File: config.mk
export PLATFORM = sky130hd
export DESIGN_NAME = cam_pack
export DESIGN_NICKNAME = d
export VERILOG_FILES = /design/src/common/video_pkg.sv /design/src/capture/cam_pack.sv
export SDC_FILE = /design/constraint.sdc
export NUM_CORES = 1
export LEC_CHECK = 0
export BUFFER_PORTS_ARGS = -buffer_cell sky130_fd_sc_hd__buf_2
export CAP_MARGIN = 20
export CELL_PAD_IN_SITES_DETAIL_PLACEMENT = 1
export CELL_PAD_IN_SITES_GLOBAL_PLACEMENT = 2
export CORE_UTILIZATION = 33
export CTS_BUF_LIST = sky130_fd_sc_hd__clkbuf_16
export DETAILED_ROUTE_END_ITERATION = 10
export PLACE_DENSITY = 0.81
export SLEW_MARGIN = 5
export SYNTH_ARGS = -nofsm -noshare
export SYNTH_HDL_FRONTEND = slang
export SYNTH_SLANG_ARGS = --single-unit
File: constraint.sdc
create_clock -name core_clk -period 2.05 [get_ports core_clk]
set_input_delay 0.1025 -clock core_clk [delete_from_list [all_inputs] [get_ports core_clk]]
set_output_delay 0.1025 -clock core_clk [all_outputs]
set_load 0.01 [all_outputs]
File: src/common/video_pkg.sv
`default_nettype none

package video_pkg;

    //////////////////////////////////////////////////////////////////////
    // pixel formats
    //////////////////////////////////////////////////////////////////////

    // camera side pixel, two bytes high first
    typedef struct packed {
        logic [4:0] r;                          // red in top bits
        logic [5:0] g;                          // green gets the extra bit
        logic [4:0] b;
    } rgb565_t;

    // display side pixel
    typedef struct packed {
        logic [7:0] r;                          // red in top byte
        logic [7:0] g;
        logic [7:0] b;
    } rgb888_t;

    //////////////////////////////////////////////////////////////////////
    // line store addressing
    //////////////////////////////////////////////////////////////////////

    localparam int PIX_ADDR_W = 10;             // up to 1024 columns

    typedef logic [PIX_ADDR_W-1:0] pix_addr_t;  // column index

endpackage

`default_nettype wire
File: src/capture/cam_pack.sv
`timescale 1ns/1ps
`default_nettype none

module cam_pack
    import video_pkg::*;
#(
    parameter int H_ACTIVE = 640                // columns kept per line
)
(
    input  wire logic       core_clk,
    input  wire logic       reset_i,
    input  wire logic [7:0] cam_data_i,
    input  wire logic       cam_valid_i,        // byte strobe
    input  wire logic       cam_href_i,         // line active
    input  wire logic       cam_vsync_i,        // frame restart
    output rgb565_t         pix_o,
    output logic            pix_valid_o,
    output pix_addr_t       pix_col_o,
    output logic            line_end_o          // href fell after pixels
);

    localparam pix_addr_t COL_LIMIT = pix_addr_t'(H_ACTIVE);

    logic       byte_phase;                     // 0 expects high byte
    logic [7:0] hi_byte;
    pix_addr_t  col_cnt;                        // next column to write
    logic       href_d;

    always_ff @(posedge core_clk)
    begin
        if (reset_i)
        begin
            byte_phase  <= 1'b0;
            col_cnt     <= '0;
            href_d      <= 1'b0;
            pix_valid_o <= 1'b0;
            line_end_o  <= 1'b0;
        end
        else
        begin
            href_d      <= cam_href_i;
            pix_valid_o <= 1'b0;
            line_end_o  <= 1'b0;
            if (cam_vsync_i || !cam_href_i)
            begin
                byte_phase <= 1'b0;
                col_cnt    <= '0;
                line_end_o <= href_d && !cam_href_i && !cam_vsync_i && (col_cnt != '0);
            end
            else if (cam_valid_i)
            begin
                byte_phase <= ~byte_phase;
                if (byte_phase && (col_cnt < COL_LIMIT))
                begin
                    pix_valid_o <= 1'b1;            // overlong lines are dropped
                    col_cnt     <= col_cnt + 1'b1;
                end
            end
        end
    end

    // pixel data path
    always_ff @(posedge core_clk)
    begin
        if (cam_valid_i && cam_href_i)
        begin
            if (!byte_phase)
                hi_byte <= cam_data_i;
            else
            begin
                pix_o     <= {hi_byte, cam_data_i}; // high byte first
                pix_col_o <= col_cnt;
            end
        end
    end

endmodule

`default_nettype wire

==> impl_metrics.json <==
{
  "ctsHoldBuffers": 0,
  "synth.area.top_cells": "edfxtp_1 61%, dfxtp_1 17%, xnor2_1 3.7%",
  "startpoint_type": "flop",
  "design.die.area_mm2": 0.00535,
  "critPathBufInv": 0,
  "num_rows": 25,
  "clkSinkCount": 48,
  "fin_skew_ps": 5.46,
  "rsz0062_at_grt": "no",
  "clk_latency_ps": 280,
  "post-route-period-util_pct": 76.5,
  "die_w_um": 73.1,
  "finish.instance_area_mm2": 0.00211,
  "gp_congestion": 0.793,
  "synth_area_mm2": 0.00167,
  "async_reset_ff_share_pct": 0,
  "synth-edff-count": 34,
  "power_mw": 1.98,
  "crit_required_ps": 2200,
  "cp.arrival_ps": 1720,
  "regArea_mm2": 0.00130,
  "dpl.hpwl_um": 2430,
  "powerDensity_mw_per_mm2": 937,
  "cts_resized": 0,
  "start_util_pct": 34.9,
  "ios": 41,
  "cellLeakagePower_nw": 0.729,
  "synth.distinct_cells": 24,
  "gr-total-overflow": 0,
  "dpl_cell_area_mm2": 0.00195,
  "synth_top_area_share_pct": 61.2,
  "cp_max_fo": 6,
  "avgSynthCellArea_um2": 15.3,
  "wl_per_cell_um": 14.7,
  "viasPerCell": 4.50,
  "synth_warnings": 0,
  "grt_first_pass_wirelength_um": 5150,
  "die_h_um": 73.1,
  "antenna_found_initial": 0,
  "relSlewSlack_pct": 55.6,
  "ir_drop_v": 0.000442,
  "slowest_delay_ps": 430,
  "critPathKind": "flop to flop",
  "final_util_pct": 44.2,
  "final_layout_size_suffix_gt1_share_pct": 31.4,
  "drtIter0Drc": 38,
  "drv_cap": 0,
  "grt_start_max_net_pins": 24,
  "synthFlopType": "edfxtp_1",
  "worstMarginPinSlew_ps": 664,
  "worstSetupEndpointType": "flop",
  "grtUsageTotal_pct": 13.3,
  "cts_tree": "done",
  "cts_setup_buffers": 0,
  "syn_inst": 109,
  "num_antenna_cells": 0,
  "cts_root_buf": "clkbuf_16",
  "first_pass_iters": 4,
  "fillerInstances": 523,
  "clkTransAtPathRegs_ps": 60,
  "drc": 0,
  "via_count": 1003,
  "syn_nets": 124,
  "yosysTopAreaCell": "edfxtp_1",
  "ys_seq_elements": 48,
  "clockBufferDepth": 2,
  "synthToLayoutAreaGrowth_pct": 26.6,
  "setup_tns_ps": 0,
  "dp_cells": 215,
  "finalSetupViolations": 0,
  "synthTopCellsByCount": "34 x edfxtp_1, 15 x nor2_1, 14 x dfxtp_1, 7 x xnor2_1",
  "grt_pass1_vias": 1081,
  "final_nets": 170,
  "postRouteAntennaNets": 0,
  "path_cells": "ha_1 -> and4_1 -> nor3b_1 -> xnor2_1 -> nor2_1",
  "layout_min_cycle_time_ps": 1570,
  "cp_top_family": "simple AND/OR/NAND/NOR gates",
  "holdCritPathClass": "primary input to flop",
  "multi_input_area_um2": 342,
  "numPortBuffers": 40,
  "yosysMostFrequentCell": "edfxtp_1",
  "finalNonFillerCells": 223,
  "numCtsBuffers": 5,
  "clock.fmax_mhz": 637,
  "routed_wl_um": 3290,
  "finalHoldViolCount": 0,
  "fp.coreArea_mm2": 0.00479,
  "run_status": "completed",
  "slew_violations": 0,
  "htree_num_levels": 2,
  "crit_path_top_delay_cell": "dfxtp_1",
  "seq_area_frac_synth_pct": 78.0
}
## layout make-up
| cell class | instances | area share (%) |
|---|---|---|
| flip-flops and latches | 48 | 61.6 |
| multi-input cells | 56 | 16.2 |
| repair buffers | 41 | 9.83 |
| clock buffers | 5 | 5.92 |
| well taps | 67 | 3.97 |
| clock inverters | 3 | 2.01 |
| inverters | 3 | 0.533 |
## final timing paths
check	startpoint	endpoint	slack [ps]	cells past startpoint
worst max register to register	col_cnt[0]	col_cnt[6]	480	5
worst min register to register	hi_byte[7]	pix_o[15]	420	0
worst min-delay path	reset_i	href_d	9	2
worst max-delay path	col_cnt[0]	col_cnt[6]	480	5
## state kept, by name, indices dropped and copies added, names as in the netlist
name         cells
byte_phase       1
col_cnt         10
hi_byte          8
href_d           1
line_end_o       1
pix_col_o       10
pix_o           16
pix_valid_o      1
## layout by cell type, fill, tap and decap left out, types with 3 or more instances in the layout
cell        n
buf_2      40
clkbuf_16   5
dfxtp_1    14
edfxtp_1   34
inv_1       3
nand2_1     5
nand3_1     3
nor2_1     15
nor3_1      5
xnor2_1     7
## through the flow
stage                     setup WS [ps]  hold WS (ps)
after floorplan                     561           174
after global placement              591           275
after detailed placement            540           297
after CTS                           476          4.74
after global routing                390          10.6
final                               481          9.46
## kinds of logic (layout without fill, tap and decap cells)
group / Yosys count / in the layout / share of synthesized area [%]
adder cells (fa/ha/maj): 2 / 2 / 1.50
XOR/XNOR: 9 / 9 / 4.72
AND/OR/NAND/NOR: 39 / 39 / 12.1
AO/OA/AOI/OAI: 6 / 6 / 2.10
buffers and inverters: 5 / 52 / 1.57
flip-flops: 48 / 48 / 78.0
## power by group
part / internal (mW) / leakage [nW] / switching, mW / total (mW)
Clock: 0.572 / 0.0814 / 0.318 / 0.890
Sequential: 1.05 / 0.411 / 0.00400 / 1.05
Combinational: 0.0143 / 0.237 / 0.0228 / 0.0370
## metal layers
| layer | part of all wire (%) | routed length (µm) | up-vias | global-route usage [%] |
|---|---|---|---|---|
| li1 | - | - | 486 | - |
| met1 | 40 | 1300 | 482 | 13.2 |
| met2 | 54 | 1780 | 33 | 25.6 |
| met3 | 5.9 | 194 | 2 | 5.11 |
| met4 | 0.40 | 13 | 0 | 3.27 |
| met5 | 0 | 0 | - | 0 |
Power figures use the tool's default switching activity.
