--- src/common/ctrl_pkg.sv ---
`default_nettype none

package ctrl_pkg;

    // line store fill state
    typedef enum logic [1:0] {
        ST_EMPTY = 2'd0,                        // nothing captured, display idle
        ST_FILL  = 2'd1,                        // display running, no full line yet
        ST_READY = 2'd2                         // read bank holds a complete line
    } ctrl_state_e;

    // user display options, toggled by the keys
    typedef struct packed {
        logic mirror;                           // horizontal flip
        logic mono;                             // green channel on all three
    } disp_mode_t;

endpackage

`default_nettype wire

--- src/verilog/video_ctrl.sv ---
`timescale 1ns/1ps
`default_nettype none

module video_ctrl
    import ctrl_pkg::*;
(
    input  wire logic core_clk,
    input  wire logic reset_i,
    input  wire logic line_end_i,               // captured line complete
    input  wire logic line_start_i,             // display about to start a line
    input  wire logic mirror_press_i,
    input  wire logic mono_press_i,
    output logic      wr_bank_o,                // bank the camera writes
    output logic      rd_bank_o,                // bank the display reads
    output logic      line_ready_o,             // read bank holds a full line
    output disp_mode_t mode_o
);

    ctrl_state_e state;
    ctrl_state_e state_nxt;

    // fill tracking
    always_comb
    begin
        state_nxt = state;
        case (state)
            ST_EMPTY:
                if (line_end_i)
                    state_nxt = ST_READY;           // line done before display started
                else if (line_start_i)
                    state_nxt = ST_FILL;            // display running, still waiting
            ST_FILL:
                if (line_end_i)
                    state_nxt = ST_READY;
            ST_READY:
                state_nxt = ST_READY;               // stays until reset
            default:
                state_nxt = ST_EMPTY;
        endcase
    end

    always_ff @(posedge core_clk)
    begin
        if (reset_i)
        begin
            state        <= ST_EMPTY;
            wr_bank_o    <= 1'b0;
            rd_bank_o    <= 1'b1;
            line_ready_o <= 1'b0;
            mode_o       <= '0;
        end
        else
        begin
            state <= state_nxt;
            if (line_end_i)
                wr_bank_o <= ~wr_bank_o;            // finished bank becomes readable

            // read side only moves between display lines, so no tearing
            if (line_start_i)
            begin
                rd_bank_o    <= ~wr_bank_o;
                line_ready_o <= (state == ST_READY);
            end

            if (mirror_press_i)
                mode_o.mirror <= ~mode_o.mirror;
            if (mono_press_i)
                mode_o.mono <= ~mode_o.mono;
        end
    end

endmodule

`default_nettype wire

--- config.mk ---
export PLATFORM = sky130hd
export DESIGN_NAME = video_ctrl
export DESIGN_NICKNAME = d
export VERILOG_FILES = /design/src/common/ctrl_pkg.sv /design/src/verilog/video_ctrl.sv
export SDC_FILE = /design/constraint.sdc
export NUM_CORES = 1
export LEC_CHECK = 0
export BUFFER_PORTS_ARGS = -buffer_cell sky130_fd_sc_hd__buf_2
export CELL_PAD_IN_SITES_DETAIL_PLACEMENT = 1
export CELL_PAD_IN_SITES_GLOBAL_PLACEMENT = 2
export CORE_MARGIN = 2
export CORE_UTILIZATION = 22
export DETAILED_ROUTE_END_ITERATION = 10
export PLACE_DENSITY_LB_ADDON = 0.1
export SLEW_MARGIN = 30
export SYNTH_ARGS = -nofsm -noshare
export SYNTH_HDL_FRONTEND = slang
export SYNTH_SLANG_ARGS = --single-unit
--- constraint.sdc ---
create_clock -name core_clk -period 1.3 [get_ports core_clk]
set_input_delay 0.26 -clock core_clk [delete_from_list [all_inputs] [get_ports core_clk]]
set_output_delay 0.26 -clock core_clk [all_outputs]
set_load 0.005 [all_outputs]
==> results.sh <==
export IMPL_status="complete, no violations"
export IMPL_end_kind="register"
export IMPL_dieArea_um2=1790
export IMPL_slew_violations=0
export IMPL_worstSetupStartpointType="register"
export IMPL_place_congestion=0.567
export IMPL_initial_core_util=0.242
export IMPL_setup_viol=0
export IMPL_vias_per_cell=4.27
export IMPL_holdBufCountCts=0
export IMPL_r2r_cells=5
export IMPL_clk_latency_ps=250
export IMPL_p_leak_uw=0.000198
export IMPL_synth_net_count=45
export IMPL_grt_antenna_before_repair=0
export IMPL_dieHeight_um=42.3
export IMPL_drt_first_pass_iters=1
export IMPL_hold_class="in -> reg"
export IMPL_hold_violations=0
export IMPL_grt_overflow_total=0
export IMPL_ys_ff_latch=7
export IMPL_wirelength_um=713
export IMPL_cts_tree="built"
export IMPL_seqPwrFrac=0.437
export IMPL_tritoncts_num_buffers=3
export IMPL_grt_usage=0.0919
export IMPL_fin_tns_setup_ps=0
export IMPL_num_vias=269
export IMPL_cp_required_ps=1430
export IMPL_ant_nets=0
export IMPL_ys_warnings_count=0
export IMPL_worst_pin_slew_ps=254
export IMPL_dr_first_iter_drc_count=0
export IMPL_grt_pass1_vias=312
export IMPL_wl_per_cell_um=11.3
export IMPL_critPathMaxStageDelay_ps=340
export IMPL_final_area_um2=438
export IMPL_pwr_share_comb=0.227
export IMPL_die_w_um=42.3
export IMPL_arrival_ps=1350
export IMPL_stdcell_count=63
export IMPL_clkSlewWorstSetupHoldPaths_ps=60
export IMPL_crit_type="reg -> reg"
export IMPL_hold_depth=3
export IMPL_power_internal_uw=421
export IMPL_synth_distinct_cells=14
export IMPL_switching_share=0.285
export IMPL_layout_min_cycle_time_ps=1220
export IMPL_peakVddDrop_v=0.000545
export IMPL_rows=13
export IMPL_drive_gt1_frac=0.438
export IMPL_fill_cells=169
export IMPL_crit_chain="inv_2 > ha_4 > nand2b_1 > a21oi_2 > mux2_1"
export IMPL_root_buffer="clkbuf_4"
export IMPL_worst_clock_skew_ps=0.232
export IMPL_fin_crit_sh=0.938
export IMPL_syn_instance_count=35
export IMPL_io_buffers=10
export IMPL_antenna_cells_inserted=0
export IMPL_crit_slowest_cell="dfxtp_2"
export IMPL_cp_max_fo=4
export IMPL_p_total_uw=588
export IMPL_cap_violations=0
export IMPL_maxSlewHeadroom=0.829
export IMPL_coreArea_um2=1330
export IMPL_finalNetCount=59
export IMPL_drc=0
export IMPL_clockBufferDepth=2
export IMPL_grt_start_max_net_pins=9
export IMPL_synth_seq_area_share=0.434
export IMPL_netlist_area_um2=323
export IMPL_power_density_nw_per_um2=1340
export IMPL_max_freq_mhz=820
export IMPL_cts_htree_levels=1
export IMPL_placed_area_um2=388
export IMPL_clkPwrFrac=0.336
export IMPL_power_switching_uw=167
export IMPL_cts_sinks=7
export IMPL_rsz0062_at_grt="false"
export IMPL_ios=11
export IMPL_grt_pass1_wl_um=1250
export IMPL_syn_avg_cell_area_um2=9.22
export IMPL_dp_cells=59
export IMPL_area_delta_synth_final_pct=35.7
==> through the flow <==
stage	util	setup slack (ps)	hold WS (ps)
4_1_cts	0.313	16.1	244
3_3_place_gp	0.291	31.8	472
3_5_place_dp	0.291	-22.9	481
5_1_grt	0.328	13.6	262
6_report	0.328	80.6	253
2_1_floorplan	-	72.1	339
==> cell families (layout without fill, tap and decap cells) <==
kind of cell | count (synthesis) | after routing | share of synthesized area
and+or+nand+nor | 11 | 11 | 0.155
buffers and inverters | 4 | 17 | 0.0465
xor gates and xnor gates | 3 | 3 | 0.0814
adders and majority gates | 4 | 4 | 0.155
AOI/OAI and AO/OA | 4 | 4 | 0.0620
muxes | 2 | 2 | 0.0659
DFF | 7 | 7 | 0.434
==> flip-flops by register name (all words and copies together) (netlist names) <==
| register | cells |
|---|---|
| mode_o | 2 |
| state | 2 |
| line_ready_o | 1 |
| rd_bank_o | 1 |
| wr_bank_o | 1 |
==> worst paths after layout <==
| kind | startpoint | endpoint | slack [ps] |
|---|---|---|---|
| worst min-delay path | mirror_press_i | mode_o[1] | 250 |
| worst max-delay path | state[0] | state[1] | 80 |
| worst max register to register | state[0] | state[1] | 80 |
| worst min register to register | line_ready_o | line_ready_o | 490 |
==> repair_timing <==
action,in CTS,in global routing
endpoints found under the setup margin,1,1
resized for setup,3,5
setup buffers,0,0
hold endpoints to repair,0,0
==> cell type report <==
class / count / area (um^2) / share of cell area
clock buffers: 3 / 22.5 / 0.0514
repair buffers: 10 / 50.0 / 0.114
well taps: 15 / 18.8 / 0.0429
flip-flops and latches: 7 / 143 / 0.326
multi-input cells: 24 / 188 / 0.429
inverters: 3 / 11.3 / 0.0257
clock inverters: 1 / 5.00 / 0.0114
==> critical path: cells and delay by family (launching register included) <==
kind,cells,cell delay [ps]
AO/OA/AOI/OAI,1,140
adder cells (fa/ha/maj),1,150
buffers and inverters,1,80
flip-flops,1,340
multiplexers,1,320
AND/OR/NAND/NOR,1,70
==> cells in the final DEF, fill, tap and decap left out <==
master    instances
nor3_1            1
a21oi_1           1
clkbuf_4          3
nand2b_1          2
inv_1             1
dfxtp_2           2
mux2_1            1
mux2i_1           1
nand2_1           1
nor4_1            1
ha_4              1
xnor2_1           3
nor2_1            6
inv_2             2
clkinv_2          1
dfxtp_1           5
ha_1              3
o21ai_0           1
a21oi_2           2
buf_2            10
==> power by group through the flow <==
stage | clock network (uW) | registers (uW) | logic [uW]
floorplan | 0 | 258 | 68.6
global placement | 0 | 257 | 105
detailed placement | 0 | 258 | 112
CTS | 208 | 255 | 116
global route | 223 | 260 | 153
finish | 198 | 257 | 134
==> synth_stat cells, drive strengths merged <==
master,number,area [um^2]
clkbuf,1,3.75
nor2,6,22.5
inv,3,11.3
nand2b,2,12.5
ha,4,50.1
a21oi,3,15.0
xnor2,3,26.3
nor4,1,6.26
mux2,1,11.3
nor3,1,5.00
dfxtp,7,140
o21ai,1,5.00
mux2i,1,10.0
nand2,1,3.75
==> per-layer routing <==
metal,track usage,share of wire,wire [um]
met5,0,0,0
met4,0.0563,0,0
met3,0.0172,0.048,34
met2,0.172,0.53,380
met1,0.0909,0.42,297
Power figures use the tool's default switching activity.
