<file path="src/common/video_pkg.sv">
`default_nettype none

package video_pkg;

    //////////////////////////////////////////////////////////////////////
    // pixel formats
    //////////////////////////////////////////////////////////////////////

    // camera side pixel, two bytes high first
    typedef struct packed {
        logic [4:0] r;                          // red in top bits
        logic [5:0] g;                          // green gets the extra bit
        logic [4:0] b;
    } rgb565_t;

    // display side pixel
    typedef struct packed {
        logic [7:0] r;                          // red in top byte
        logic [7:0] g;
        logic [7:0] b;
    } rgb888_t;

    //////////////////////////////////////////////////////////////////////
    // line store addressing
    //////////////////////////////////////////////////////////////////////

    localparam int PIX_ADDR_W = 10;             // up to 1024 columns

    typedef logic [PIX_ADDR_W-1:0] pix_addr_t;  // column index

endpackage

`default_nettype wire
</file>
<file path="src/display/disp_timing.sv">
`timescale 1ns/1ps
`default_nettype none

module disp_timing
    import video_pkg::*;
#(
    parameter int H_ACTIVE = 640,
    parameter int H_TOTAL  = 800,
    parameter int V_ACTIVE = 480,
    parameter int V_TOTAL  = 525
)
(
    input  wire logic core_clk,
    input  wire logic reset_i,
    input  wire logic mirror_i,
    output logic      line_start_o,             // cycle before column 0
    output logic      rd_en_o,
    output pix_addr_t rd_addr_o,
    output logic      hs_o,                     // two cycles behind the counters
    output logic      vs_o,
    output logic      de_o
);

    localparam int               H_W      = $clog2(H_TOTAL);
    localparam int               V_W      = $clog2(V_TOTAL);
    localparam logic [H_W-1:0]   H_LAST   = H_W'(H_TOTAL - 1);
    localparam logic [H_W-1:0]   H_ACT    = H_W'(H_ACTIVE);
    localparam logic [H_W-1:0]   HS_BEGIN = H_W'(H_TOTAL - 4);  // last 4 cycles
    localparam logic [V_W-1:0]   V_LAST   = V_W'(V_TOTAL - 1);
    localparam logic [V_W-1:0]   V_ACT    = V_W'(V_ACTIVE);
    localparam pix_addr_t        COL_LAST = pix_addr_t'(H_ACTIVE - 1);

    logic [H_W-1:0] h_cnt;
    logic [V_W-1:0] v_cnt;
    logic           mirror_q;                   // held for a whole line
    logic           de_raw;
    pix_addr_t      col;
    logic           hs_d;
    logic           vs_d;
    logic           de_d;

    assign de_raw       = (h_cnt < H_ACT) && (v_cnt < V_ACT);
    assign line_start_o = (h_cnt == H_LAST);
    assign col          = pix_addr_t'(h_cnt);
    assign rd_en_o      = de_raw;
    assign rd_addr_o    = mirror_q ? (COL_LAST - col) : col;

    always_ff @(posedge core_clk)
    begin
        if (reset_i)
        begin
            h_cnt    <= '0;
            v_cnt    <= '0;
            mirror_q <= 1'b0;
            hs_d     <= 1'b0;
            vs_d     <= 1'b0;
            de_d     <= 1'b0;
            hs_o     <= 1'b0;
            vs_o     <= 1'b0;
            de_o     <= 1'b0;
        end
        else
        begin
            if (h_cnt == H_LAST)
            begin
                h_cnt    <= '0;
                v_cnt    <= (v_cnt == V_LAST) ? '0 : v_cnt + 1'b1;
                mirror_q <= mirror_i;               // flip only between lines
            end
            else
                h_cnt <= h_cnt + 1'b1;

            // stage 1 matches the store read, stage 2 the tone map
            hs_d <= (h_cnt >= HS_BEGIN);
            vs_d <= (v_cnt == V_LAST);
            de_d <= de_raw;
            hs_o <= hs_d;
            vs_o <= vs_d;
            de_o <= de_d;
        end
    end

endmodule

`default_nettype wire

</file>
<file path="config.mk">
export PLATFORM = sky130hd
export DESIGN_NAME = disp_timing
export DESIGN_NICKNAME = d
export VERILOG_FILES = /design/src/common/video_pkg.sv /design/src/display/disp_timing.sv
export SDC_FILE = /design/constraint.sdc
export NUM_CORES = 1
export LEC_CHECK = 0
export ABC_AREA = 1
export BUFFER_PORTS_ARGS = -buffer_cell sky130_fd_sc_hd__buf_2
export CELL_PAD_IN_SITES_DETAIL_PLACEMENT = 0
export CELL_PAD_IN_SITES_GLOBAL_PLACEMENT = 1
export CORE_MARGIN = 2
export CORE_UTILIZATION = 36
export CTS_BUF_LIST = sky130_fd_sc_hd__clkbuf_16
export CTS_CLUSTER_DIAMETER = 40
export DETAILED_ROUTE_END_ITERATION = 10
export PLACE_DENSITY_LB_ADDON = 0.05
export SETUP_SLACK_MARGIN = 0.02
export SYNTH_ARGS = -nofsm -noshare
export SYNTH_HDL_FRONTEND = slang
export SYNTH_SLANG_ARGS = --single-unit
export TNS_END_PERCENT = 50
</file>
<file path="constraint.sdc">
create_clock -name core_clk -period 1.3 [get_ports core_clk]
set_clock_uncertainty 0.05 [all_clocks]
set_input_delay 0.26 -clock core_clk [delete_from_list [all_inputs] [get_ports core_clk]]
set_output_delay 0.26 -clock core_clk [all_outputs]
set_load 0.05 [all_outputs]
</file>
==> summary.md <==
| Metric | Value |
|---|---|
| Status | `complete, but fails checks` |
| Failing checks | `setup timing` |
| Power share of the combinational group | `9.9%` |
| Critical path launch point type | `register` |
| Total Power | `1.72 mW` |
| Root buf cell | `clkbuf_16` |
| First-pass GRT wire length | `5.89 mm` |
| Initial antenna violation count | `0` |
| Clock network power share | `41.5%` |
| Switching share of total power | `23.4%` |
| Max rail drop VDD | `0.683 mV` |
| Final period util | `120%` |
| Syn nets | `223` |
| Relative slew slack | `82.3%` |
| Fin crit period | `1.56 ns` |
| Drt total wl | `3.68 mm` |
| Pint | `1.32 mW` |
| CP Class | `register to output port` |
| Die Area | `4600 um^2` |
| Multi-input logic area | `1020 um^2` |
| Register bit count reported by yosys | `27` |
| RSZ-0062 raised after global routing | `true` |
| Final hold violation count | `0` |
| Top delay family on crit path | `flip-flops` |
| Die Ht | `67.9 um` |
| Initial Util | `37.0%` |
| Vias | `1,427` |
| DP HPWL | `2.63 mm` |
| CP max stage delay | `0.36 ns` |
| Slowest-stage cell, CP | `dfxtp_4` |
| Mean area per synthesized cell | `6.86 um^2` |
| Total negative slack | `-4.30 ns` |
| Diodes inserted | `0` |
| Final setup violation count | `32` |
| H-Tree Depth | `1` |
| MaxCap Viol Count | `0` |
| Nets@finish | `278` |
| Row Count | `23` |
| DR iter-0 viols | `94` |
| Vias per cell | `4.49` |
| Final non-filler cell total | `318` |
| Worst-Margin Slew | `0.264 ns` |
| Syn Inst Count | `214` |
| CP Max Fanout | `2` |
| Vias in the first global route | `1,347` |
| P_leak | `1.09 nW` |
| Design area | `2410 um^2` |
| Sequential area share after synthesis | `36.8%` |
| GP Congestion | `0.764` |
| Pwr Density | `714 nW/um^2` |
| Filler cell count | `356` |
| Total CTS buffers | `3` |
| Fmax achieved | `0.640 GHz` |
| 1st-pass router iterations | `4` |
| Post-route DRC | `0` |
| Yosys cell types | `24` |
| Area grow syn2layout | `64.5%` |
| Worst EP arrival | `1.25 ns` |
| Dpl cells | `305` |
| Worst endpoint required time | `0.99 ns` |
| Ratio of cells with drive above 1 in the final layout | `44.8%` |
| Congestion Overflow GR | `0` |
| Final worst slack | `-0.263 ns` |
| Max Slew Vio Count | `0` |
| Clock insertion delay at the later pin of the skew report | `0.26 ns` |
| Clock sinks | `27` |
| Synth Cell Area | `1470 um^2` |
| Yosys warns | `0` |
| Number of routed nets with antenna violations | `0` |
| Worst min path class | `primary input to register` |
| Drt wl/cell | `11.6 um` |
| I/O pins | `18` |
| CP bufs+invs | `2` |
| CTS tree | `built` |
| Max clock buf depth | `2` |
| Pin count of the biggest net entering global routing | `19` |
| Clk pin slew, worst setup/hold paths | `0.07 ns` |
| Sequential Power Share | `48.6%` |
| Crit. End Element | `output port` |
| Reg area | `571 um^2` |
| Die width | `67.9 um` |
| GRT Total Usage | `16.8%` |
| Placed instance area | `2030 um^2` |
| CP Cell Sequence | `ha_4 > nand2_2 > nor2_2 > nand3_2 > clkinvlp_4 > buf_8` |
| Core Area | `3970 um^2` |
| PortBufs | `17` |
| R2R Setup Slk | `-0.17 ns` |
| Net Switching | `403 uW` |
## cells in the final DEF, fill, tap and decap left out, types with 2 or more instances in the layout
master | Yosys | final
buf_8 | 0 | 4
o21ai_0 | 3 | 2
dfxtp_4 | 0 | 6
nor2_1 | 28 | 25
nor2_2 | 0 | 2
inv_2 | 0 | 5
nor3_1 | 4 | 2
nand2_2 | 3 | 7
inv_1 | 35 | 26
or2_2 | 2 | 2
ha_4 | 0 | 2
a21oi_1 | 6 | 5
dfxtp_1 | 27 | 15
xor2_1 | 9 | 2
nand3_2 | 2 | 6
inv_4 | 0 | 4
buf_12 | 0 | 2
nand2_1 | 60 | 53
buf_2 | 2 | 5
clkbuf_16 | 0 | 4
buf_4 | 2 | 30
buf_6 | 1 | 14
nand2_4 | 0 | 2
ha_1 | 6 | 4
nor2_4 | 3 | 4
dfxtp_2 | 0 | 6
nand3_1 | 14 | 10
xor2_4 | 0 | 7
## stage by stage
stage	worst slack (ns)	hold slack, ns	util, %
after CTS	-0.279	0.190	57.8
after detailed placement	-0.148	0.348	51.1
after floorplan	-0.0537	0.338	-
after global routing	-0.346	0.243	60.8
after global placement	-0.128	0.342	51.1
final	-0.263	0.219	60.8
## worst paths after layout
kind | to | startpoint | cells past startpoint
max | line_start_o | col[0] | 6
min | mirror_q | mirror_i | 3
max reg2reg | v_cnt[0] | col[0] | 11
min reg2reg | hs_o | hs_d | 2
## cell families (layout without fill, tap and decap cells)
logic type	after synthesis	after routing	share of synthesized area (%)
buffers and inverters	41	95	11.7
flip-flops	27	27	36.8
AND/OR/NAND/NOR	120	120	37.0
AO/OA/AOI/OAI	10	10	3.41
adder cells (fa/ha/maj)	6	6	5.11
XOR/XNOR	10	10	5.97
## synth_stat cells (all sizes together)
master / count / area (um^2)
xor2: 9 / 78.8
a21oi: 6 / 30.0
nand2: 63 / 244
nand4: 2 / 18.8
xnor2: 1 / 8.76
ha: 6 / 75.1
or2: 2 / 12.5
nor3b: 1 / 12.5
nor4: 1 / 6.26
nor3: 4 / 20.0
clkbuf: 1 / 3.75
nor2: 31 / 139
o21ai: 4 / 20.0
dfxtp: 27 / 541
inv: 35 / 131
buf: 5 / 36.3
nand3: 16 / 90.1
## power by group through the flow
| stage | Sequential (mW) | Clock [mW] | Combinational (mW) |
|---|---|---|---|
| 2_1_floorplan | 0.883 | 0 | 0.0767 |
| 3_3_place_gp | 0.865 | 0 | 0.135 |
| 3_5_place_dp | 0.865 | 0 | 0.138 |
| 4_1_cts | 0.844 | 0.739 | 0.153 |
| 5_1_grt | 0.839 | 0.766 | 0.184 |
| 6_report | 0.837 | 0.716 | 0.171 |
## worst register-to-register path, delay by kind of cell (launching register included)
family        cells  cell delay [ns]
fa+ha+maj         1             0.13
buf+inv           4             0.44
flops             1             0.36
simple gates      6             0.39
## final cells by class
class,instances,area share (%)
Sequential cell,27,23.6
Inverter,35,5.91
Clock inverter,1,0.259
Clock buffer,3,3.11
Timing Repair Buffer,56,22.1
Tap cell,50,2.59
Multi-Input combinational cell,146,42.4
## per-layer routing
layer / share of wire (%) / track usage (%) / wire length [um]
met1: 50 / 22.8 / 1840
met4: 0.57 / 3.00 / 21
met3: 2.5 / 3.95 / 93
met5: 0 / 0 / 0
met2: 47 / 27.8 / 1720
## flip-flops by register name (all words and copies together) (netlist names)
signal / flops
vs_o: 1
vs_d: 1
v_cnt: 10
hs_d: 1
hs_o: 1
de_o: 1
de_d: 1
col: 10
mirror_q: 1
## repair_timing
item	in CTS	in global routing
resized for setup	49	25
setup buffers	5	4
hold buffers	0	0
cloned	0	1
endpoints found under the setup margin	33	34
pin swaps	7	13
(Power assumes the default switching activity.)
