===== src/common/video_pkg.sv =====
`default_nettype none

package video_pkg;

    //////////////////////////////////////////////////////////////////////
    // pixel formats
    //////////////////////////////////////////////////////////////////////

    // camera side pixel, two bytes high first
    typedef struct packed {
        logic [4:0] r;                          // red in top bits
        logic [5:0] g;                          // green gets the extra bit
        logic [4:0] b;
    } rgb565_t;

    // display side pixel
    typedef struct packed {
        logic [7:0] r;                          // red in top byte
        logic [7:0] g;
        logic [7:0] b;
    } rgb888_t;

    //////////////////////////////////////////////////////////////////////
    // line store addressing
    //////////////////////////////////////////////////////////////////////

    localparam int PIX_ADDR_W = 10;             // up to 1024 columns

    typedef logic [PIX_ADDR_W-1:0] pix_addr_t;  // column index

endpackage

`default_nettype wire

===== src/display/tone_map.sv =====
`timescale 1ns/1ps
`default_nettype none

module tone_map
    import video_pkg::*;
(
    input  wire logic    core_clk,
    input  wire logic    reset_i,
    input  wire rgb565_t pix_i,                 // from the store read port
    input  wire logic    mono_i,
    input  wire logic    valid_i,               // store read enable
    input  wire logic    line_ready_i,
    output rgb888_t      rgb_o
);

    logic    valid_q;                           // lines up with pix_i
    rgb888_t expanded;

    // zero-pad each channel to 8 bits
    always_comb
    begin
        expanded.r = {pix_i.r, 3'b000};
        expanded.g = {pix_i.g, 2'b00};
        expanded.b = {pix_i.b, 3'b000};
        if (mono_i)
        begin
            expanded.r = expanded.g;            // green carries the most detail
            expanded.b = expanded.g;
        end
    end

    always_ff @(posedge core_clk)
    begin
        if (reset_i)
            valid_q <= 1'b0;
        else
            valid_q <= valid_i;
    end

    always_ff @(posedge core_clk)
    begin
        rgb_o <= (valid_q && line_ready_i) ? expanded : '0;  // black until a line is in
    end

endmodule

`default_nettype wire


===== config.mk =====
export PLATFORM = sky130hd
export DESIGN_NAME = tone_map
export DESIGN_NICKNAME = d
export VERILOG_FILES = /design/src/common/video_pkg.sv /design/src/display/tone_map.sv
export SDC_FILE = /design/constraint.sdc
export NUM_CORES = 1
export LEC_CHECK = 0
export BUFFER_PORTS_ARGS = -buffer_cell sky130_fd_sc_hd__clkbuf_2
export CORE_UTILIZATION = 41
export DETAILED_ROUTE_END_ITERATION = 10
export PLACE_DENSITY = 0.88
export SLEW_MARGIN = 20
export SYNTH_ARGS = -nofsm -noshare
export SYNTH_HDL_FRONTEND = slang
export SYNTH_SLANG_ARGS = --single-unit

===== constraint.sdc =====
create_clock -name core_clk -period 1.8 [get_ports core_clk]
set_clock_uncertainty 0.1 [all_clocks]
set_input_delay 0.54 -clock core_clk [delete_from_list [all_inputs] [get_ports core_clk]]
set_output_delay 0.54 -clock core_clk [all_outputs]
set_load 0.02 [all_outputs]

==> results_dict.tcl, run 1 <==
set metrics [dict create \
    layout.cells.most_common_list "clkbuf_2, dfxtp_1, nand2b_1, a21oi_1, nand2_1" \
    routed_via_density 4.461 \
    placedInstanceArea_um2 778.2 \
    critical_path_peak_fanout 2 \
    tritoncts.num_buffers 3 \
    fraction_of_final_layout_cells_sized_beyond_drive_strength_1_pct 41.00 \
    timing.final.max_slew_violations 0 \
    critPathCaptureType "output pin" \
    critPathTopFamily "flip-flops" \
    leakage_power_nw 0.4349 \
    min-delay-path-class "in -> reg" \
    synth.ff_latch_count 18 \
    ys_warn_count 0 \
    worst-endpoint-arrival_ns 0.77 \
    number_of_vias_after_detailed_routing 513 \
    critPathSlowestCell "dfxtp_1" \
    pwr_density_cell_nw_per_um2 850.7 \
    start_util_pct 45.79 \
    status "completed" \
    rsz0062_at_grt "no" \
    cell_types_with_the_largest_area_share_after_synthesis "dfxtp_1, nand2b_1, buf_4" \
    finalCoreUtilization_pct 58.61 \
    syn_area_um2 625.6 \
    worstSkewPairLatency_ns 0.27 \
    postSynthCellCount 63 \
    core_um2 1366 \
    critical-path-max-stage-delay_ns 0.34 \
    setup_slack_ns 0.3862 \
    critical_path_class "reg -> out" \
    clock_tree_from_tritoncts "done" \
    worst_setup_path_start_kind "flop" \
    routabilityCongestion 0.5692 \
    grt_use_total_pct 13.60 \
    worstPathBufferInverterCount 1 \
    grt_overflow_total 0 \
    chipHeight_um 41.06 \
    cts_root_buf "clkbuf_4" \
    first_global_vias 361 \
    setup_viol_count_final 0 \
    max_cap_viol 0 \
    clock-sinks 18 \
    power.ir.vdd_worst_v 0.0004650 \
    post-route-drc-count 0 \
    cts_hold_buffers 0 \
    min_period_over_period_pct 78.55 \
    cts_setup_buffers 0 \
    hpwl_um 917.3 \
    post_cts_resized 0 \
    number_of_antenna_violations_at_the_first_check_in_global_routing 0 \
    global_route_wire_length_before_repair_um 1393 \
    critPathRequiredTime_ns 1.16 \
    pin_count_of_the_biggest_net_entering_global_routing 17 \
    yosys.area.top_type_share_pct 57.60 \
    post-route-cell-area_um2 800.8 \
    dieArea_um2 1686 \
    hold_viol_final 0 \
    fmax_ghz 0.7073 \
    clock_tree.htree_level_count 1 \
    yosys.area.top_type "dfxtp_1" \
    num_io_pins 45 \
    timing.final.crit_period_ns 1.414 \
    mostFrequentLayoutCell "clkbuf_2" \
    die_width_um 41.06 \
    post_synth.cell_area_avg_um2 9.930 \
    nets 123 \
    drt-initial-drc-count 1 \
    antenna_cells 0 \
    avgRoutedWirePerCell_um 10.22 \
    place.port_buffers 38 \
    cts_max_path_buffers 2 \
    post-layout-total-power_uw 681.2 \
    yosys.cell_types.count 10 \
    path_cells "clkbuf_2" \
    register_area_share_after_synthesis_pct 57.60 \
    finalWirelength_um 1175 \
    drtAntennaViolNets 0 \
    dp_slack_ns 0.4750 \
    filler_cell_count 120 \
    num_rows 13 \
    length_of_the_first_detailed_routing_pass_in_iterations 4 \
    clock_transition_at_the_registers_of_the_reported_paths_ns 0.09 \
    internal_reg_to_reg_setup_slack_ns 0.72 \
    fin_tns_setup_ns 0 \
    area.growth.synth_to_final_pct 28.00 \
]
[final timing paths]
path,start,to,depth (start not counted)
hold reg to reg,valid_q,rgb_o[10],1
hold / removal,reset_i,valid_q,2
setup reg to reg,valid_q,rgb_o[3],2
setup / recovery,rgb_o[18],rgb_o[18],1
[cells in the mapped netlist]
cell type,n
dfxtp_1,18
a21oi_1,10
nand2b_1,10
buf_4,7
nand2_1,7
and3_1,6
buf_6,2
conb_1,1
nor2_1,1
nor2b_1,1
[cells by family (layout without fill, tap and decap cells)]
kind of cell | count (synthesis) | count (layout) | synth area share, %
DFF | 18 | 18 | 57.60
other | 1 | 6 | 0.5994
and+or+nand+nor | 25 | 25 | 21.80
buffers and inverters | 9 | 41 | 12.00
AOI/OAI and AO/OA | 10 | 10 | 8.000
[metal layers]
layer	routed length (um)	share of wire [%]	track usage, %	vias up
li1	-	-	-	265
met1	491	42	12.75	215
met2	562	48	25.00	31
met3	106	9.0	4.891	2
met4	14	1.2	7.500	0
met5	0	0	0	-
[registers in the layout, summed over array words and instances (netlist names)]
name and flops:
valid_q 1, rgb_o 17
[final cells by class]
cell class              count  area [um2]  share of cell area (%)
clock buffers               3       22.52                   2.812
well taps                  15       18.77                   2.344
repair buffers             38       190.2                   23.75
flip-flops and latches     18       360.3                   45.00
multi-input cells          41       209.0                   26.09
[metrics by stage]
stage	hold slack (ns)	instances
final	0.3052	115
after global placement	0.4453	112
after floorplan	0.4016	68
after detailed placement	0.4651	112
after global routing	0.2897	115
after CTS	0.2988	115
[where the power goes]
group / total (mW) / internal (mW) / switching [mW]
Combinational: 0.0838 / 0.0332 / 0.0507
Clock: 0.184 / 0.0774 / 0.106
Sequential: 0.414 / 0.409 / 0.00453
No activity file was read; power rests on OpenSTA's default activity.
==> run 2: changes to the inputs <==
--- a/config.mk
+++ b/config.mk
@@ -6,9 +6,9 @@
 export NUM_CORES = 1
 export LEC_CHECK = 0
 export BUFFER_PORTS_ARGS = -buffer_cell sky130_fd_sc_hd__clkbuf_2
-export CORE_UTILIZATION = 41
+export CORE_UTILIZATION = 38
 export DETAILED_ROUTE_END_ITERATION = 10
-export PLACE_DENSITY = 0.88
+export PLACE_DENSITY = 0.83
 export SLEW_MARGIN = 20
 export SYNTH_ARGS = -nofsm -noshare
 export SYNTH_HDL_FRONTEND = slang
==> constraint.sdc (replaced) <==
create_clock -name core_clk -period 1.47 [get_ports core_clk]
set_clock_uncertainty 0.1 [all_clocks]
set_input_delay 0.441 -clock core_clk [delete_from_list [all_inputs] [get_ports core_clk]]
set_output_delay 0.441 -clock core_clk [all_outputs]
set_load 0.02 [all_outputs]
==> run 2 against run 1 <==
Count of clock-buffer cells in the layout grew 1; via count increased by 3.5%; largest cell class unchanged; sequential share of layout area decreased by 0.83 points; cell area is 1.9% higher; critical path depth stayed put; global-route usage about the same; largest power group unchanged; total power grew 33%.
==> results_dict.tcl, run 2 (synthesis results as in run 1) <==
set metrics [dict create \
    num_rows 14 \
    worstSkewPairLatency_ns 0.28 \
    nets 123 \
    status "completed" \
    pin_count_of_the_biggest_net_entering_global_routing 17 \
    layout.cells.most_common_list "clkbuf_2, dfxtp_1, nand2b_1, a21oi_1, nand2_1" \
    cell_count_after_placement 113 \
    start_util_pct 41.05 \
    grt.met2_usage_pct 23.69 \
    clock_tree.htree_level_count 1 \
    placedInstanceArea_um2 779.5 \
    pwr_density_cell_nw_per_um2 1109 \
    critical-path-max-stage-delay_ns 0.36 \
    finalWirelength_um 1193 \
    grt_use_met1_pct 14.17 \
    timing.final.max_slew_violations 0 \
    post-route-cell-area_um2 815.8 \
    worst_setup_path_start_kind "flop" \
    tritoncts.num_buffers 3 \
    length_of_the_first_detailed_routing_pass_in_iterations 4 \
    hold_ws_ns 0.1980 \
    clock-sinks 18 \
    max_cap_viol 0 \
    dieArea_um2 1813 \
    avgRoutedWirePerCell_um 10.20 \
    fraction_of_final_layout_cells_sized_beyond_drive_strength_1_pct 41.58 \
    cts_hold_buffers 0 \
    antenna_cells 0 \
    critical_path_peak_fanout 2 \
    num_io_pins 45 \
    fmax_ghz 0.7310 \
    power.ir.vdd_worst_v 0.0003428 \
    min-delay-path-class "in -> reg" \
    gr-max-usage-layer "met2" \
    number_of_antenna_violations_at_the_first_check_in_global_routing 0 \
    clock_tree_from_tritoncts "done" \
    instances_no_fill 117 \
    critPathTopFamily "flip-flops" \
    routed_via_density 4.538 \
    global_route_wire_length_before_repair_um 1814 \
    setup_viol_count_final 0 \
    leakage_power_nw 0.4421 \
    cts_max_path_buffers 2 \
    path_cells "clkbuf_2" \
    place.port_buffers 38 \
    largest-register "rgb_o" \
    post-route-drc-count 0 \
    largest_register_ff_count 17 \
    die_width_um 42.58 \
    groute.layer.met3.usage_pct 3.017 \
    worstPathBufferInverterCount 1 \
    mostFrequentLayoutCell "clkbuf_2" \
    core_um2 1524 \
    hold_viol_final 0 \
    critPathCaptureType "output pin" \
    rsz0062_at_grt "no" \
    clock_transition_at_the_registers_of_the_reported_paths_ns 0.10 \
    cts_setup_buffers 0 \
    fin_tns_setup_ns 0 \
    timing.final.crit_period_ns 1.368 \
    drt-initial-drc-count 15 \
    post_cts_resized 0 \
    routabilityCongestion 0.6952 \
    critPathRequiredTime_ns 0.93 \
    worst-endpoint-arrival_ns 0.83 \
    chipHeight_um 42.58 \
    cts_root_buf "clkbuf_4" \
    first_global_vias 463 \
    area.growth.synth_to_final_pct 30.40 \
    grt_use_total_pct 13.56 \
    critPathSlowestCell "dfxtp_1" \
    min_period_over_period_pct 93.06 \
    drtAntennaViolNets 0 \
    number_of_vias_after_detailed_routing 531 \
    biggestRegsByFlops "rgb_o: 17 flops, valid_q: 1 flops" \
    grt_overflow_total 0 \
    critical_path_class "reg -> out" \
]
## run 2: cell types whose count changed in the layout (fill, tap and decap cells not counted)
cell and change:
clkbuf_8 +1
## run 2: area by class of cell
class                   instances  area (um2)
repair buffers                 38       190.2
clock buffers                   4       36.28
flip-flops and latches         18       360.3
fillers                       137       708.2
multi-input cells              41       209.0
well taps                      16       20.02
## run 2: worst reg2reg max path: stages, from the launching register on
cell     delay [ns]
dfxtp_1        0.44
nand2_1        0.26
a21oi_1        0.23
## run 2: path summary, 6_finish.rpt
| kind | from | end | slack [ns] | depth (start not counted) |
|---|---|---|---|---|
| hold reg to reg | valid_q | rgb_o[15] | 0.49 | 1 |
| setup / recovery | rgb_o[18] | rgb_o[18] | 0.10 | 1 |
| hold / removal | reset_i | valid_q | 0.20 | 2 |
| setup reg to reg | valid_q | rgb_o[22] | 0.38 | 2 |
## run 2: per-stage QoR
step	worst slack [ns]	total power, mW	util (%)
after floorplan	0.3341	0.5910	-
after global placement	0.3163	0.6182	51.15
after detailed placement	0.2291	0.6206	51.15
after CTS	0.09922	0.9107	53.53
after global routing	0.08202	0.9327	53.53
final	0.1020	0.9050	53.53
## run 2: layer usage
layer  share of wire (%)  vias to the layer above  wire length, um
met1                  41                      231              495
met2                  49                       30              587
met5                   0                        -                0
met4                0.67                        0                8
met3                 8.5                        2              102
li1                    -                      268                -
## run 2: power by group
part / total [mW] / leakage, nW / internal, mW / switching [mW]
combinational: 0.103 / 0.275 / 0.0406 / 0.0622
clock: 0.295 / 0.0210 / 0.151 / 0.145
sequential: 0.507 / 0.147 / 0.501 / 0.00549
total: 0.905 / 0.442 / 0.692 / 0.213
==> run 3: changes to the inputs <==
--- a/config.mk
+++ b/config.mk
@@ -9,6 +9,7 @@
 export CORE_UTILIZATION = 38
 export DETAILED_ROUTE_END_ITERATION = 10
 export PLACE_DENSITY = 0.83
+export REMOVE_ABC_BUFFERS = 1
 export SLEW_MARGIN = 20
 export SYNTH_ARGS = -nofsm -noshare
 export SYNTH_HDL_FRONTEND = slang
==> run 3 against run 2 <==
Cell area shrank 1.7%; total power shrank 7.2%; utilization shrank 0.90 points; register-to-register slack gained 0.07 ns; sequential power is essentially flat.
==> results_dict.tcl, run 3 (synthesis results as in run 1) <==
set metrics [dict create \
    length_of_the_first_detailed_routing_pass_in_iterations 4 \
    num_io_pins 45 \
    instances_no_fill 116 \
    fmax_ghz 0.7521 \
    number_of_vias_after_detailed_routing 529 \
    groute.layer.met3.usage_pct 4.310 \
    hold_path_startpoint "reset_i" \
    power.ir.vdd_worst_v 0.0003706 \
    internal_reg_to_reg_setup_slack_ns 0.45 \
    multi_input_area_um2 209.0 \
    chipHeight_um 42.58 \
    clock_tree_from_tritoncts "done" \
    antenna_cells 0 \
    rr_worst_depth 2 \
    biggestRegsByFlops "rgb_o: 17 flops, valid_q: 1 flops" \
    drtAntennaViolNets 0 \
    grt_use_met1_pct 15.41 \
    cts_hold_buffers 0 \
    setup_viol_count_final 0 \
    pin_count_of_the_biggest_net_entering_global_routing 17 \
    layout.cells.most_common_list "clkbuf_2, dfxtp_1, nand2b_1, a21oi_1, nand2_1" \
    number_of_antenna_violations_at_the_first_check_in_global_routing 0 \
    critPathSlowestCell "dfxtp_1" \
    leakage_power_nw 0.4349 \
    num_rows 14 \
    hold-path-endpoint "valid_q" \
    clock_transition_at_the_registers_of_the_reported_paths_ns 0.09 \
    critical_path_peak_fanout 1 \
    gr-max-usage-layer "met2" \
    fin_tns_setup_ns 0 \
    dieArea_um2 1813 \
    max_cap_viol 0 \
    critical-path-max-stage-delay_ns 0.34 \
    grt_overflow_total 0 \
    routed_via_density 4.560 \
    clock_tree.htree_level_count 1 \
    grt.met2_usage_pct 24.62 \
    critPathRequiredTime_ns 0.93 \
    cts_root_buf "clkbuf_4" \
    largest_register_ff_count 17 \
    hpwl_um 944.5 \
    cts_setup_buffers 0 \
    worst_setup_path_start_kind "flop" \
    min_period_over_period_pct 90.45 \
    avgRoutedWirePerCell_um 10.39 \
    tritoncts.num_buffers 3 \
    ff_latch_area_um2 360.3 \
    first_global_vias 461 \
    grt_use_total_pct 14.50 \
    worstHoldPathCells 2 \
    routabilityCongestion 0.6526 \
    mostFrequentLayoutCell "clkbuf_2" \
    pwr_density_cell_nw_per_um2 1047 \
    rsz0062_at_grt "no" \
    worst-endpoint-arrival_ns 0.79 \
    post_cts_resized 0 \
    place.port_buffers 38 \
    timing.final.max_slew_violations 0 \
    area.growth.synth_to_final_pct 28.20 \
    cts_max_path_buffers 2 \
    post-route-drc-count 0 \
    cell_count_after_placement 113 \
    worstSkewPairLatency_ns 0.28 \
    start_util_pct 41.05 \
    timing.final.crit_period_ns 1.330 \
    min-delay-path-class "in -> reg" \
    core_um2 1524 \
    hold_viol_final 0 \
    drt-initial-drc-count 7 \
    critical_path_class "reg -> out" \
    filler_cell_count 149 \
    fraction_of_final_layout_cells_sized_beyond_drive_strength_1_pct 41.00 \
    critPathTopFamily "flip-flops" \
    r2r-end "rgb_o[7]" \
    largest-register "rgb_o" \
    nets 123 \
    finalWirelength_um 1205 \
    timing.rr.start "valid_q" \
    critPathCaptureType "output pin" \
    path_cells "clkbuf_2" \
    worstPathBufferInverterCount 1 \
    status "completed" \
    clock-sinks 18 \
    die_width_um 42.58 \
    global_route_wire_length_before_repair_um 1863 \
]
-- run 3: cell count changes in the layout (fill, tap and decap cells not counted), sizes merged --
cell    change
clkbuf      -1
-- run 3: cell type report --
cell class / instances / area share (%)
Clock buffer: 3 / 2.808
Tap cell: 16 / 2.496
Timing Repair Buffer: 38 / 23.71
Sequential cell: 18 / 44.93
Multi-Input combinational cell: 41 / 26.05
-- run 3: where the power goes --
| part | leakage (nW) | internal, mW | total, mW | switching, mW |
|---|---|---|---|---|
| clock network | 0.0138 | 0.0951 | 0.230 | 0.135 |
| logic | 0.275 | 0.0406 | 0.103 | 0.0623 |
| registers | 0.147 | 0.501 | 0.507 | 0.00552 |
| total | 0.435 | 0.637 | 0.840 | 0.203 |
-- run 3: stage by stage --
step / instance area, um2 / setup slack [ns] / hold slack, ns / power (mW) / util [%]
2_1_floorplan: 569.3 / 0.4057 / 0.4126 / 0.5710 / -
3_3_place_gp: 779.5 / 0.3375 / 0.4497 / 0.6188 / 51.15
3_5_place_dp: 779.5 / 0.2927 / 0.4633 / 0.6218 / 51.15
4_1_cts: 802.0 / 0.1286 / 0.1956 / 0.8477 / 52.63
5_1_grt: 802.0 / 0.1067 / 0.2135 / 0.8764 / 52.63
6_report: 802.0 / 0.1404 / 0.2028 / 0.8399 / 52.63
-- run 3: worst max path at each step --
stage,start,endpoint,cells after the start
6_report,rgb_o[4],rgb_o[4],1
5_1_grt,rgb_o[18],rgb_o[2],1
4_1_cts,rgb_o[4],rgb_o[4],1
3_5_place_dp,line_ready_i,rgb_o[6],3
3_3_place_gp,line_ready_i,rgb_o[18],3
2_1_floorplan,rgb_o[18],rgb_o[18],0
-- run 3: layer usage --
layer	part of all wire (%)	vias up	wire [um]
met5	0	-	0
met4	0	0	0
met3	7.8	0	94
met2	49	32	589
met1	43	233	521
li1	-	264	-
